$ cat src/verilog/txdma_pkg.sv
package txdma_pkg;

    localparam int TAG_W           = 2;
    localparam int MAX_OUTSTANDING = 4;   // one request in flight per tag
    localparam int QW_W            = 64;
    localparam int HOST_AW         = 64;
    localparam int LEN_W           = 16;  // region length in qwords

    // fmt/type field, beat 0 bits 62:56
    typedef enum logic [6:0] {
        CPLD = 7'b100_1010,
        MWR  = 7'b110_0000
    } tlp_fmt_type_e;

    // completion status, beat 0 bits 15:13
    typedef enum logic [2:0] {
        SC = 3'b000,
        UR = 3'b001,
        CA = 3'b100
    } cpl_status_e;

    typedef enum logic [1:0] {
        IDLE,
        WAIT_ROOM,   // waiting for buffer space or a free tag
        ISSUE,
        DRAIN        // all issued, waiting for retires
    } req_state_e;

    typedef enum logic [1:0] {
        HDR,
        TAG,
        DATA
    } cpl_state_e;

endpackage
$ cat src/verilog/txdma_ifs.sv
// request reservation, requester to completion writer
interface tag_alloc_if #(
    parameter int BUF_AW = 6
);
    import txdma_pkg::*;

    logic              alloc_valid;      // one cycle, with request accept
    logic [TAG_W-1:0]  alloc_tag;
    logic [BUF_AW:0]   alloc_buf_addr;   // reserve pointer, wraps
    logic [BUF_AW:0]   alloc_qwords;

    modport requester (output alloc_valid, alloc_tag, alloc_buf_addr, alloc_qwords);
    modport writer    (input  alloc_valid, alloc_tag, alloc_buf_addr, alloc_qwords);
endinterface

// buffer write and commit port
interface buf_wr_if #(
    parameter int BUF_AW = 6
);
    import txdma_pkg::*;

    logic              wr_en;
    logic [BUF_AW-1:0] wr_addr;
    logic [QW_W-1:0]   wr_data;
    logic              commit_valid;
    logic [BUF_AW:0]   commit_qwords;    // size of the retired request

    modport writer (output wr_en, wr_addr, wr_data, commit_valid, commit_qwords);
    modport buffer (input  wr_en, wr_addr, wr_data, commit_valid, commit_qwords);
endinterface

$ cat src/verilog/cpl_writer.sv
module cpl_writer #(
    parameter int BUF_AW = 6
) (
    input  logic                       trn_clk,
    input  logic                       reset,
    input  logic [txdma_pkg::QW_W-1:0] trn_rd_i,
    input  logic                       trn_rsof_n_i,
    input  logic                       trn_reof_n_i,
    input  logic                       trn_rsrc_rdy_n_i,
    tag_alloc_if.writer                alloc,
    buf_wr_if.writer                   wr,
    output logic                       retire_o
);
    import txdma_pkg::*;

    cpl_state_e                 state;
    logic                       beat;
    logic                       commit_now;
    logic [TAG_W-1:0]           cur_tag;
    logic [TAG_W-1:0]           wr_tag;
    logic [TAG_W-1:0]           rt_tag;         // oldest outstanding tag
    logic [BUF_AW-1:0]          cur_addr;
    logic [31:0]                carry;          // low dword of previous beat
    logic [BUF_AW-1:0]          next_addr [MAX_OUTSTANDING];
    logic [BUF_AW:0]            req_size  [MAX_OUTSTANDING];
    logic [BUF_AW:0]            rcvd      [MAX_OUTSTANDING];
    logic [MAX_OUTSTANDING-1:0] pending;

    function automatic logic [31:0] bswap(input logic [31:0] d);
        return {d[7:0], d[15:8], d[23:16], d[31:24]};
    endfunction

    assign beat       = !trn_rsrc_rdy_n_i;
    assign commit_now = pending[rt_tag] && (rcvd[rt_tag] == req_size[rt_tag]);
    assign retire_o   = wr.commit_valid;

    //////////////////////////////
    // per-tag tables
    //////////////////////////////
    always_ff @(posedge trn_clk) begin
        if (wr.wr_en) begin
            next_addr[wr_tag] <= wr.wr_addr + 1'b1;
            rcvd[wr_tag]      <= rcvd[wr_tag] + 1'b1;
        end
        if (alloc.alloc_valid) begin
            next_addr[alloc.alloc_tag] <= alloc.alloc_buf_addr[BUF_AW-1:0];
            req_size[alloc.alloc_tag]  <= alloc.alloc_qwords;
            rcvd[alloc.alloc_tag]      <= '0;
        end
    end

    //////////////////////////////
    // frame parse, write, commit
    //////////////////////////////
    always_ff @(posedge trn_clk) begin
        if (reset) begin
            state           <= HDR;
            wr.wr_en        <= 1'b0;
            wr.commit_valid <= 1'b0;
            pending         <= '0;
            rt_tag          <= '0;
        end else begin
            wr.wr_en         <= 1'b0;
            wr.commit_valid  <= commit_now;
            wr.commit_qwords <= req_size[rt_tag];
            if (commit_now) begin              // retire strictly in tag order
                pending[rt_tag] <= 1'b0;
                rt_tag          <= rt_tag + 1'b1;
            end
            if (alloc.alloc_valid) begin
                pending[alloc.alloc_tag] <= 1'b1;
            end
            case (state)
                HDR: begin
                    // anything else is dropped, its later beats carry no sof
                    if (beat && !trn_rsof_n_i && trn_rd_i[62:56] == CPLD &&
                        trn_rd_i[15:13] == SC) begin
                        state <= TAG;
                    end
                end
                TAG: begin
                    if (beat) begin
                        cur_tag  <= trn_rd_i[41:40];
                        cur_addr <= next_addr[trn_rd_i[41:40]];
                        carry    <= trn_rd_i[31:0];   // data dword 0
                        state    <= DATA;
                    end
                end
                DATA: begin
                    if (beat) begin
                        wr.wr_en   <= 1'b1;
                        wr.wr_addr <= cur_addr;
                        wr.wr_data <= {bswap(trn_rd_i[63:32]), bswap(carry)};
                        wr_tag     <= cur_tag;
                        cur_addr   <= cur_addr + 1'b1;
                        carry      <= trn_rd_i[31:0];
                        if (!trn_reof_n_i) begin
                            state <= HDR;
                        end
                    end
                end
                default: state <= HDR;
            endcase
        end
    end

    // host must never send more than was asked for
    a_no_overfill: assert property (@(posedge trn_clk) disable iff (reset)
        wr.wr_en |-> pending[wr_tag] && (rcvd[wr_tag] != req_size[wr_tag]));

endmodule

$ cat src/verilog/dma_read_requester.sv
module dma_read_requester #(
    parameter int BUF_AW       = 6,
    parameter int CHUNK_QWORDS = 16
) (
    input  logic                          trn_clk,
    input  logic                          reset,
    input  logic                          start_valid_i,
    input  logic [txdma_pkg::HOST_AW-1:0] start_addr_i,
    input  logic [txdma_pkg::LEN_W-1:0]   start_qwords_i,
    output logic                          start_ready_o,
    output logic                          rd_req_valid_o,
    input  logic                          rd_req_ready_i,
    output logic [txdma_pkg::HOST_AW-1:0] rd_req_addr_o,
    output logic [BUF_AW:0]               rd_req_qwords_o,
    output logic [txdma_pkg::TAG_W-1:0]   rd_req_tag_o,
    input  logic [BUF_AW:0]               free_qwords_i,
    input  logic                          retire_i,
    output logic [BUF_AW:0]               reserve_ptr_o,
    output logic                          page_done_o,
    tag_alloc_if.requester                alloc
);
    import txdma_pkg::*;

    localparam logic [BUF_AW:0] CHUNK = (BUF_AW + 1)'(CHUNK_QWORDS);
    localparam int OUT_W = $clog2(MAX_OUTSTANDING + 1);

    req_state_e         state;
    logic [HOST_AW-1:0] cur_addr;
    logic [LEN_W-1:0]   remaining;
    logic [TAG_W-1:0]   next_tag;
    logic [BUF_AW:0]    reserve_ptr;
    logic [OUT_W-1:0]   outstanding;
    logic [OUT_W-1:0]   outstanding_nxt;
    logic [BUF_AW:0]    next_size;
    logic               accept;
    logic               room;

    assign next_size = (remaining < LEN_W'(CHUNK_QWORDS)) ? remaining[BUF_AW:0] : CHUNK;
    assign accept    = rd_req_valid_o && rd_req_ready_i;
    assign room      = (free_qwords_i >= next_size) &&
                       (outstanding < OUT_W'(MAX_OUTSTANDING));
    assign outstanding_nxt = outstanding + OUT_W'(accept) - OUT_W'(retire_i);

    assign start_ready_o   = (state == IDLE) && !page_done_o;
    assign rd_req_addr_o   = cur_addr;     // held while ISSUE
    assign rd_req_qwords_o = next_size;
    assign rd_req_tag_o    = next_tag;
    assign reserve_ptr_o   = reserve_ptr;

    assign alloc.alloc_valid    = accept;
    assign alloc.alloc_tag      = next_tag;
    assign alloc.alloc_buf_addr = reserve_ptr;
    assign alloc.alloc_qwords   = next_size;

    //////////////////////////////
    // request fsm
    //////////////////////////////
    always_ff @(posedge trn_clk) begin
        if (reset) begin
            state          <= IDLE;
            rd_req_valid_o <= 1'b0;
            page_done_o    <= 1'b0;
            remaining      <= '0;
            next_tag       <= '0;
            reserve_ptr    <= '0;
            outstanding    <= '0;
        end else begin
            page_done_o <= 1'b0;
            outstanding <= outstanding_nxt;
            case (state)
                IDLE: begin
                    if (start_valid_i && start_ready_o) begin
                        cur_addr  <= start_addr_i;
                        remaining <= start_qwords_i;
                        state     <= WAIT_ROOM;
                    end
                end
                WAIT_ROOM: begin
                    if (remaining == '0) begin
                        state <= DRAIN;            // empty region
                    end else if (room) begin
                        rd_req_valid_o <= 1'b1;
                        state          <= ISSUE;
                    end
                end
                ISSUE: begin
                    if (rd_req_ready_i) begin
                        rd_req_valid_o <= 1'b0;
                        cur_addr    <= cur_addr + HOST_AW'({next_size, 3'b000});
                        remaining   <= remaining - LEN_W'(next_size);
                        reserve_ptr <= reserve_ptr + next_size;
                        next_tag    <= next_tag + 1'b1;
                        state <= (remaining == LEN_W'(next_size)) ? DRAIN : WAIT_ROOM;
                    end
                end
                DRAIN: begin
                    if (outstanding_nxt == '0) begin
                        page_done_o <= 1'b1;       // cycle after last commit
                        state       <= IDLE;
                    end
                end
                default: state <= IDLE;
            endcase
        end
    end

    a_outstanding_max: assert property (@(posedge trn_clk) disable iff (reset)
        outstanding <= OUT_W'(MAX_OUTSTANDING));

    a_req_stable: assert property (@(posedge trn_clk) disable iff (reset)
        rd_req_valid_o && !rd_req_ready_i |=> rd_req_valid_o && $stable(rd_req_addr_o) &&
        $stable(rd_req_qwords_o) && $stable(rd_req_tag_o));

endmodule

$ cat src/verilog/tx_buffer.sv
module tx_buffer #(
    parameter int BUF_AW = 6
) (
    input  logic                       trn_clk,
    input  logic                       reset,
    buf_wr_if.buffer                   wr,
    input  logic [BUF_AW:0]            reserve_ptr_i,
    output logic [BUF_AW:0]            free_qwords_o,
    input  logic                       rd_en_i,
    output logic                       rd_avail_o,
    output logic [txdma_pkg::QW_W-1:0] rd_data_o
);
    import txdma_pkg::*;

    localparam int DEPTH = 2 ** BUF_AW;

    logic [QW_W-1:0] mem [DEPTH];
    logic [BUF_AW:0] commit_ptr;    // one extra bit for wrap
    logic [BUF_AW:0] rd_ptr;

    always_ff @(posedge trn_clk) begin
        if (wr.wr_en) begin
            mem[wr.wr_addr] <= wr.wr_data;
        end
        if (rd_en_i) begin
            rd_data_o <= mem[rd_ptr[BUF_AW-1:0]];
        end
    end

    always_ff @(posedge trn_clk) begin
        if (reset) begin
            commit_ptr <= '0;
            rd_ptr     <= '0;
        end else begin
            if (wr.commit_valid) begin
                commit_ptr <= commit_ptr + wr.commit_qwords;
            end
            if (rd_en_i) begin
                rd_ptr <= rd_ptr + 1'b1;
            end
        end
    end

    assign rd_avail_o    = (commit_ptr != rd_ptr);
    // reserved but not yet read counts as used
    assign free_qwords_o = (BUF_AW + 1)'(DEPTH) - (reserve_ptr_i - rd_ptr);

    a_rd_avail: assert property (@(posedge trn_clk) disable iff (reset)
        rd_en_i |-> rd_avail_o);

endmodule

$ cat src/verilog/tx_dma_top.sv
module tx_dma_top #(
    parameter int BUF_AW       = 6,
    parameter int CHUNK_QWORDS = 16
) (
    input  logic                          trn_clk,
    input  logic                          reset,
    // start command
    input  logic                          start_valid_i,
    input  logic [txdma_pkg::HOST_AW-1:0] start_addr_i,
    input  logic [txdma_pkg::LEN_W-1:0]   start_qwords_i,
    output logic                          start_ready_o,
    // read requests to the host
    output logic                          rd_req_valid_o,
    input  logic                          rd_req_ready_i,
    output logic [txdma_pkg::HOST_AW-1:0] rd_req_addr_o,
    output logic [BUF_AW:0]               rd_req_qwords_o,
    output logic [txdma_pkg::TAG_W-1:0]   rd_req_tag_o,
    // pcie receive stream, active low
    input  logic [txdma_pkg::QW_W-1:0]    trn_rd_i,
    input  logic                          trn_rsof_n_i,
    input  logic                          trn_reof_n_i,
    input  logic                          trn_rsrc_rdy_n_i,
    // qword stream out
    output logic                          tx_valid_o,
    input  logic                          tx_ready_i,
    output logic [txdma_pkg::QW_W-1:0]    tx_data_o,
    output logic                          page_done_o
);

    tag_alloc_if #(.BUF_AW(BUF_AW)) alloc_bus ();
    buf_wr_if    #(.BUF_AW(BUF_AW)) wr_bus ();

    logic [BUF_AW:0]            free_qwords;
    logic [BUF_AW:0]            reserve_ptr;
    logic                       retire;
    logic                       rd_en;
    logic                       rd_avail;
    logic [txdma_pkg::QW_W-1:0] rd_data;

    dma_read_requester #(.BUF_AW(BUF_AW), .CHUNK_QWORDS(CHUNK_QWORDS)) u_requester (
        .trn_clk(trn_clk), .reset(reset),
        .start_valid_i(start_valid_i), .start_addr_i(start_addr_i),
        .start_qwords_i(start_qwords_i), .start_ready_o(start_ready_o),
        .rd_req_valid_o(rd_req_valid_o), .rd_req_ready_i(rd_req_ready_i),
        .rd_req_addr_o(rd_req_addr_o), .rd_req_qwords_o(rd_req_qwords_o),
        .rd_req_tag_o(rd_req_tag_o), .free_qwords_i(free_qwords),
        .retire_i(retire), .reserve_ptr_o(reserve_ptr),
        .page_done_o(page_done_o), .alloc(alloc_bus.requester)
    );

    cpl_writer #(.BUF_AW(BUF_AW)) u_writer (
        .trn_clk(trn_clk), .reset(reset),
        .trn_rd_i(trn_rd_i), .trn_rsof_n_i(trn_rsof_n_i),
        .trn_reof_n_i(trn_reof_n_i), .trn_rsrc_rdy_n_i(trn_rsrc_rdy_n_i),
        .alloc(alloc_bus.writer), .wr(wr_bus.writer), .retire_o(retire)
    );

    tx_buffer #(.BUF_AW(BUF_AW)) u_buffer (
        .trn_clk(trn_clk), .reset(reset), .wr(wr_bus.buffer),
        .reserve_ptr_i(reserve_ptr), .free_qwords_o(free_qwords),
        .rd_en_i(rd_en), .rd_avail_o(rd_avail), .rd_data_o(rd_data)
    );

    tx_stream_reader #(.BUF_AW(BUF_AW)) u_reader (
        .trn_clk(trn_clk), .reset(reset),
        .rd_avail_i(rd_avail), .rd_en_o(rd_en), .rd_data_i(rd_data),
        .tx_valid_o(tx_valid_o), .tx_ready_i(tx_ready_i), .tx_data_o(tx_data_o)
    );

endmodule

$ cat src/verilog/tx_stream_reader.sv
module tx_stream_reader #(
    parameter int BUF_AW = 6
) (
    input  logic                       trn_clk,
    input  logic                       reset,
    input  logic                       rd_avail_i,
    output logic                       rd_en_o,
    input  logic [txdma_pkg::QW_W-1:0] rd_data_i,
    output logic                       tx_valid_o,
    input  logic                       tx_ready_i,
    output logic [txdma_pkg::QW_W-1:0] tx_data_o
);
    import txdma_pkg::*;

    localparam int SKID_DEPTH = 2;

    logic [QW_W-1:0] skid [SKID_DEPTH];
    logic [1:0]      cnt;
    logic            wptr;
    logic            rptr;
    logic            inflight;    // read issued last cycle
    logic            pop;

    // skid plus reads in flight must fit well inside the buffer
    if (2 ** BUF_AW < 2 * SKID_DEPTH) begin : g_depth_chk
        $error("tx buffer too small for the output skid");
    end

    assign pop        = tx_valid_o && tx_ready_i;
    assign tx_valid_o = (cnt != 2'd0);
    assign tx_data_o  = skid[rptr];
    assign rd_en_o    = rd_avail_i && (({1'b0, cnt} + 3'(inflight)) < (3'd2 + 3'(pop)));

    always_ff @(posedge trn_clk) begin
        if (inflight) begin
            skid[wptr] <= rd_data_i;
        end
    end

    always_ff @(posedge trn_clk) begin
        if (reset) begin
            cnt      <= '0;
            wptr     <= 1'b0;
            rptr     <= 1'b0;
            inflight <= 1'b0;
        end else begin
            inflight <= rd_en_o;
            cnt      <= cnt + 2'(inflight) - 2'(pop);
            if (inflight) begin
                wptr <= ~wptr;
            end
            if (pop) begin
                rptr <= ~rptr;
            end
        end
    end

    a_tx_stable: assert property (@(posedge trn_clk) disable iff (reset)
        tx_valid_o && !tx_ready_i |=> tx_valid_o && $stable(tx_data_o));

endmodule

$ cat config.mk
export PLATFORM = sky130hd
export DESIGN_NAME = tx_dma_top
export DESIGN_NICKNAME = d
export VERILOG_FILES = /design/src/verilog/txdma_pkg.sv /design/src/verilog/txdma_ifs.sv /design/src/verilog/cpl_writer.sv /design/src/verilog/dma_read_requester.sv /design/src/verilog/tx_buffer.sv /design/src/verilog/tx_dma_top.sv /design/src/verilog/tx_stream_reader.sv
export SDC_FILE = /design/constraint.sdc
export NUM_CORES = 2
export LEC_CHECK = 0
export ABC_CLOCK_PERIOD_IN_PS = 20400
export BUFFER_PORTS_ARGS = -buffer_cell sky130_fd_sc_hd__buf_2
export CAP_MARGIN = 30
export CORE_MARGIN = 1
export CORE_UTILIZATION = 42
export DETAILED_ROUTE_END_ITERATION = 8
export GPL_ROUTABILITY_DRIVEN = 0
export HOLD_SLACK_MARGIN = 0.08
export PLACE_DENSITY_LB_ADDON = 0.12
export SLEW_MARGIN = 10
export SYNTH_ARGS = -nofsm -noshare
export SYNTH_HDL_FRONTEND = slang
export SYNTH_HIERARCHICAL = 1
export SYNTH_MEMORY_MAX_BITS = 65536
export SYNTH_SLANG_ARGS = --single-unit
$ cat constraint.sdc
create_clock -name trn_clk -period 20.4 [get_ports trn_clk]
set_input_delay 6.12 -clock trn_clk [delete_from_list [all_inputs] [get_ports trn_clk]]
set_output_delay 6.12 -clock trn_clk [all_outputs]
set_load 0.05 [all_outputs]
### After elaboration in Yosys (flattened, before gate mapping)

Memories as Yosys holds them, arrays and structs flattened. A register that Yosys moved wholly into a read port is not among the register bits.
Index checks and enable logic that the tools add are counted.

| cells by class | value |
|---|---|
| bitwise gates (word level) | 9 |
| mux-type cells | 50 |
| equal/unequal tests | 19 |
| reduce and logical (&&, ||, !) cells | 37 |
| add/subtract/negate cells | 18 |
| order comparisons | 8 |

Operators by type and width:

| kind | number |
|---|---|
| 64-bit two-way mux | 2 |
| 64-bit one-hot mux with 2 select lines | 1 |
| 64-bit by 10-bit adder with 64-bit output | 1 |
| 16-bit two-way mux | 2 |
| 16-bit one-hot mux with 2 select lines | 1 |
| 2-bit two-way mux | 15 |
| 4-bit AND reduction | 5 |
| 16-bit by 7-bit equality test with 1-bit output | 1 |
| 16-bit logical NOT | 1 |
| 16-bit by 5-bit less-than comparator with 1-bit output, second input constant | 1 |
| 1-bit two-way mux | 16 |
| 16-bit by 7-bit subtractor with 16-bit output | 1 |
| 7-bit by 1-bit adder with 7-bit output, second input constant | 2 |
| 7-bit adder | 2 |
| 6-bit by 1-bit adder with 6-bit output, second input constant | 2 |
| 1-bit logical AND | 12 |
| 4-bit two-way mux | 3 |
| 6-bit two-way mux | 2 |
| 2-bit != test, second input constant | 6 |
| 6-bit one-hot mux with 2 select lines | 1 |
| 3-bit AND reduction | 4 |
| 2-bit one-hot mux with 4 select lines | 1 |
| 2-bit nonzero test | 4 |
| 7-bit equality test | 1 |
| other kinds (34) | 54 |

| word-level totals | value |
|---|---|
| input bits | 152 |
| memory bits (writable) | 4304 |
| output and inout bits | 141 |
| memories kept | 5 |
| register bits after elaboration | 244 |

Memory list:

| name | depth | width | read ports | clocked after Yosys merged registers in | write ports | RTL line | text |
|---|---|---|---|---|---|---|---|
| u_buffer.mem | 64 | 64 | 1 | 1 | 1 | tx_buffer.sv:17 | `logic [QW_W-1:0] mem [DEPTH];` |
| u_reader.skid | 2 | 64 | 1 | 1 | 1 | tx_stream_reader.sv:17 | `logic [QW_W-1:0] skid [SKID_DEPTH];` |
| u_writer.rcvd | 4 | 7 | 2 | 2 | 2 | cpl_writer.sv:26 | `logic [BUF_AW:0] rcvd [MAX_OUTSTANDING];` |
| u_writer.req_size | 4 | 7 | 1 | 1 | 1 | cpl_writer.sv:25 | `logic [BUF_AW:0] req_size [MAX_OUTSTANDING];` |
| u_writer.next_addr | 4 | 6 | 1 | 0 | 2 | cpl_writer.sv:24 | `logic [BUF_AW-1:0] next_addr [MAX_OUTSTANDING];` |

### Logic depth before layout (Yosys ltp)

| logic depth | value |
|---|---|
| depth in word-level cells | 10 |
| gate-level depth with buffers | 18 |
| gate-level depth less buffers | 14 |

### By module

The synthesis kept the hierarchy.

By module, submodules not included:

| module | seq. area each (sq um) | cells an instance | times used | area each (sq um) |
|---|---|---|---|---|
| tx_buffer | 125200.1 | 6491 | 1 | 158364.4 |
| cpl_writer | 5975.7 | 497 | 1 | 8125.3 |
| dma_read_requester | 2562.5 | 738 | 1 | 6485.0 |
| tx_stream_reader | 3963.8 | 229 | 1 | 5212.5 |

### Least setup slack after synthesis

No wires, ideal clock.

| timing | value |
|---|---|
| path kind | input port to flip-flop |
| start | in reset |
| end | reg with a tool-made name |
| stages | 3 |
| path buffers | 1 |
| arrival | 12.106 ns |
| setup time | 0.083 ns |
| setup slack | 8.211 ns |
| cells stage by stage | clkbuf_1 > nor3_1 > mux2_2 |

RTL lines:

| item | RTL line | text |
|---|---|---|
| start, declared | tx_dma_top.sv:6 | `input logic reset,` |

### Worst setup path after layout

| timing | value |
|---|---|
| start | reg u_requester.remaining[10] |
| end | out rd_req_qwords_o[1] |

| between the ends | value |
|---|---|
| longest elaborated chain between the ends | 2 |

Ends and longest elaborated chain:

| item | RTL line | text |
|---|---|---|
| start, declared | dma_read_requester.sv:29 | `logic [LEN_W-1:0] remaining;` |
| start signal, assigned | dma_read_requester.sv:74 | `remaining <= start_qwords_i;` |
| start signal, assigned | dma_read_requester.sv:90 | `remaining <= remaining - LEN_W'(next_size);` |
| 16-bit by 5-bit less-than comparator with 1-bit output | dma_read_requester.sv:38 | `assign next_size = (remaining < LEN_W'(CHUNK_QWORDS)) ? remaining[BUF_AW:0] : CHUNK;` |
| 7-bit two-way mux | dma_read_requester.sv:38 |  |
| end, declared | tx_dma_top.sv:16 | `output logic [BUF_AW:0] rd_req_qwords_o,` |

No other way between the ends.

==> results.json <==
{
  "start_util": 0.4229,
  "drc": 0,
  "rsz0062_at_grt": "false",
  "start_kind": "flip-flop",
  "fin_ws_ns": 10.68,
  "leakage_nw": 61.95,
  "clock-sinks": 4617,
  "postSynthCellCount": 7955,
  "hold_buffers": 0,
  "ant_nets": 0,
  "grt_max_degree": 118,
  "drive_gt1_frac": 0.2943,
  "yosysSeqAreaShare": 0.7728,
  "layout_commonest_cell": "edfxtp_1",
  "via_per_inst": 5.975,
  "synth_ff_type": "edfxtp_1",
  "setup_violations": 0,
  "clock_latency_ns": 1.04,
  "post-route-period-util": 0.4766,
  "ys_types": 85,
  "fill_cells": 34100,
  "synth_top_cell_by_area": "edfxtp_1",
  "synthTopCellsByArea": "edfxtp_1, mux4_2, mux2i_1",
  "ir_drop_mv": 0.09006,
  "totalWireLength_um": 512300,
  "clockBufferDepth": 4,
  "dp_cells": 13800,
  "mostFrequentLayoutCells": "edfxtp_1, mux4_2, clkbuf_16",
  "port_buffers": 290,
  "cp_max_fo": 11,
  "nets": 8856,
  "ys_ff_latch": 4617,
  "final-max-slew-violation-count": 0,
  "critPathKind": "flip-flop to primary output",
  "fin_crit_ns": 9.723,
  "hold-worst-slack_ns": 0.4196,
  "io_pins": 293,
  "max-cap-violations": 0,
  "drt-initial-drc-count": 10310,
  "wire_per_inst_um": 34.88,
  "multi_input_area_um2": 38770,
  "finalNonFillerCells": 14690,
  "end_kind": "primary output",
  "tns_ns": 0,
  "cts_tree": "built",
  "hold_class": "flip-flop to flip-flop",
  "synth_edf_count": 4523,
  "slew_headroom": 0.2763,
  "areaGrowthSynthToFinish_pct": 14.33,
  "synth_top_area_share": 0.7622,
  "seq_area_um2": 137700,
  "h-tree-depth": 5,
  "first_pass_iters": 6,
  "cts-root-buf": "clkbuf_16",
  "outcome": "finished clean",
  "fmax_mhz": 102.9,
  "clk_pin_slew_ns": 0.06,
  "cts_resized": 0,
  "grtUsageTotal": 0.2384,
  "ys_warn_count": 6,
  "arrival_ns": 3.60,
  "dp_hpwl_um": 286300,
  "die_x_um": 653.4,
  "hold_viol_final": 0,
  "synth.avg_cell_area_um2": 22.40,
  "synthArstFlopShare": 0,
  "power_density_nw_per_um2": 104.3,
  "antenna_found_initial": 39,
  "post_cts_buffers": 0,
  "die_area_um2": 426900,
  "place_ws_ns": 11.73,
  "synth_area_um2": 178200,
  "grt_pass1_wl_um": 712400,
  "die_y_um": 653.4,
  "via_count": 87770,
  "core-area_um2": 421400,
  "overflow": 0,
  "numCtsBuffers": 477,
  "post-route-util": 0.4835,
  "rows": 238,
  "required_ns": 14.28,
  "finClkSkew_ns": 0.06721,
  "grt_pass1_vias": 89810,
  "worst_slew_pin_slew_ns": 1.086
}
report_power, final:
group	switching [mW]	internal, mW
clock network	3.69	4.76
logic	1.22	1.05
registers	0.111	10.4
metal layers:
| metal | up-vias | routed length, um | global-route usage |
|---|---|---|---|
| met5 | - | 112 | 0 |
| met4 | 18 | 10870 | 0.04962 |
| met3 | 617 | 35560 | 0.04025 |
| met2 | 3414 | 252100 | 0.3951 |
| met1 | 48510 | 213600 | 0.3342 |
| li1 | 35220 | - | - |
final cells by class:
cell class / count / share of cell area
inverter: 54 / 0.001001
sequential: 4617 / 0.6761
antenna: 8 / 0.00009827
multi-input combinational: 2858 / 0.1903
tap: 5640 / 0.03464
clock buffer: 575 / 0.06060
clock inverter: 302 / 0.01360
timing repair buffer: 635 / 0.02365
worst max-delay path, stage by stage, from the launching register on:
cell and delay [ns]:
dfxtp_1 0.37, nor4_2 0.72, nand3_2 0.48, inv_2 0.25
nand2_1 0.18, inv_1 0.27, buf_2 0.32
path summary, 6_finish.rpt:
kind / start / slack, ns / to / depth (start not counted)
hold reg to reg: u_writer/carry[30] / 0.42 / u_writer/wr.wr_data[6] / 0
setup / recovery: u_requester/remaining[10] / 10.68 / rd_req_qwords_o[1] / 6
setup reg to reg: u_buffer/rd_ptr[0] / 14.88 / u_buffer/rd_data_o[14] / 11
hold / removal: u_writer/carry[30] / 0.42 / u_writer/wr.wr_data[6] / 0
cells in the mapped netlist, drive strengths merged, types with 24 or more instances:
cell,n
inv,50
ha,56
nand3,37
nor2b,36
nand4,32
mux4,1155
dfxtp,94
clkbuf,203
xor2,36
o221ai,31
buf,231
edfxtp,4523
nor3,52
o22ai,74
a21oi,110
nand2,142
o21ai,109
mux2i,192
a221oi,47
a22oi,24
a31oi,44
a221o,28
xnor2,28
mux2,115
nor2,243
stage by stage:
stage | power [mW] | area [um^2]
final | 21.25 | 203700
after global routing | 21.92 | 203700
after CTS | 21.44 | 203500
after detailed placement | 13.02 | 188400
after global placement | 12.98 | 187600
after floorplan | 12.49 | 178200
registers in the layout, indices dropped and copies added, names as in the netlist, 3 cells and up, named ones only:
| register | cells |
|---|---|
| u_buffer/commit_ptr | 7 |
| u_buffer/mem | 4096 |
| u_buffer/rd_data_o | 64 |
| u_buffer/rd_ptr | 7 |
| u_reader/skid | 128 |
| u_requester/alloc.alloc_buf_addr | 7 |
| u_requester/outstanding | 3 |
| u_requester/rd_req_addr_o | 64 |
| u_requester/remaining | 16 |
| u_writer/carry | 32 |
| u_writer/cur_addr | 6 |
| u_writer/next_addr | 24 |
| u_writer/pending | 4 |
| u_writer/rcvd | 28 |
| u_writer/req_size | 28 |
| u_writer/wr.commit_qwords | 7 |
| u_writer/wr.wr_addr | 6 |
| u_writer/wr.wr_data | 64 |
logic make-up (layout without fill, tap and decap cells):
kind of cell	after synthesis	after routing	synth area share
and+or+nand+nor	683	683	0.01904
buffers and inverters	488	1566	0.01310
xor gates and xnor gates	65	65	0.003272
muxes	1462	1462	0.1655
DFF	4617	4617	0.7728
adders and majority gates	61	61	0.004494
other	2	18	0.00004215
AOI/OAI and AO/OA	577	577	0.02173
No activity file was read; power rests on OpenSTA's default activity.
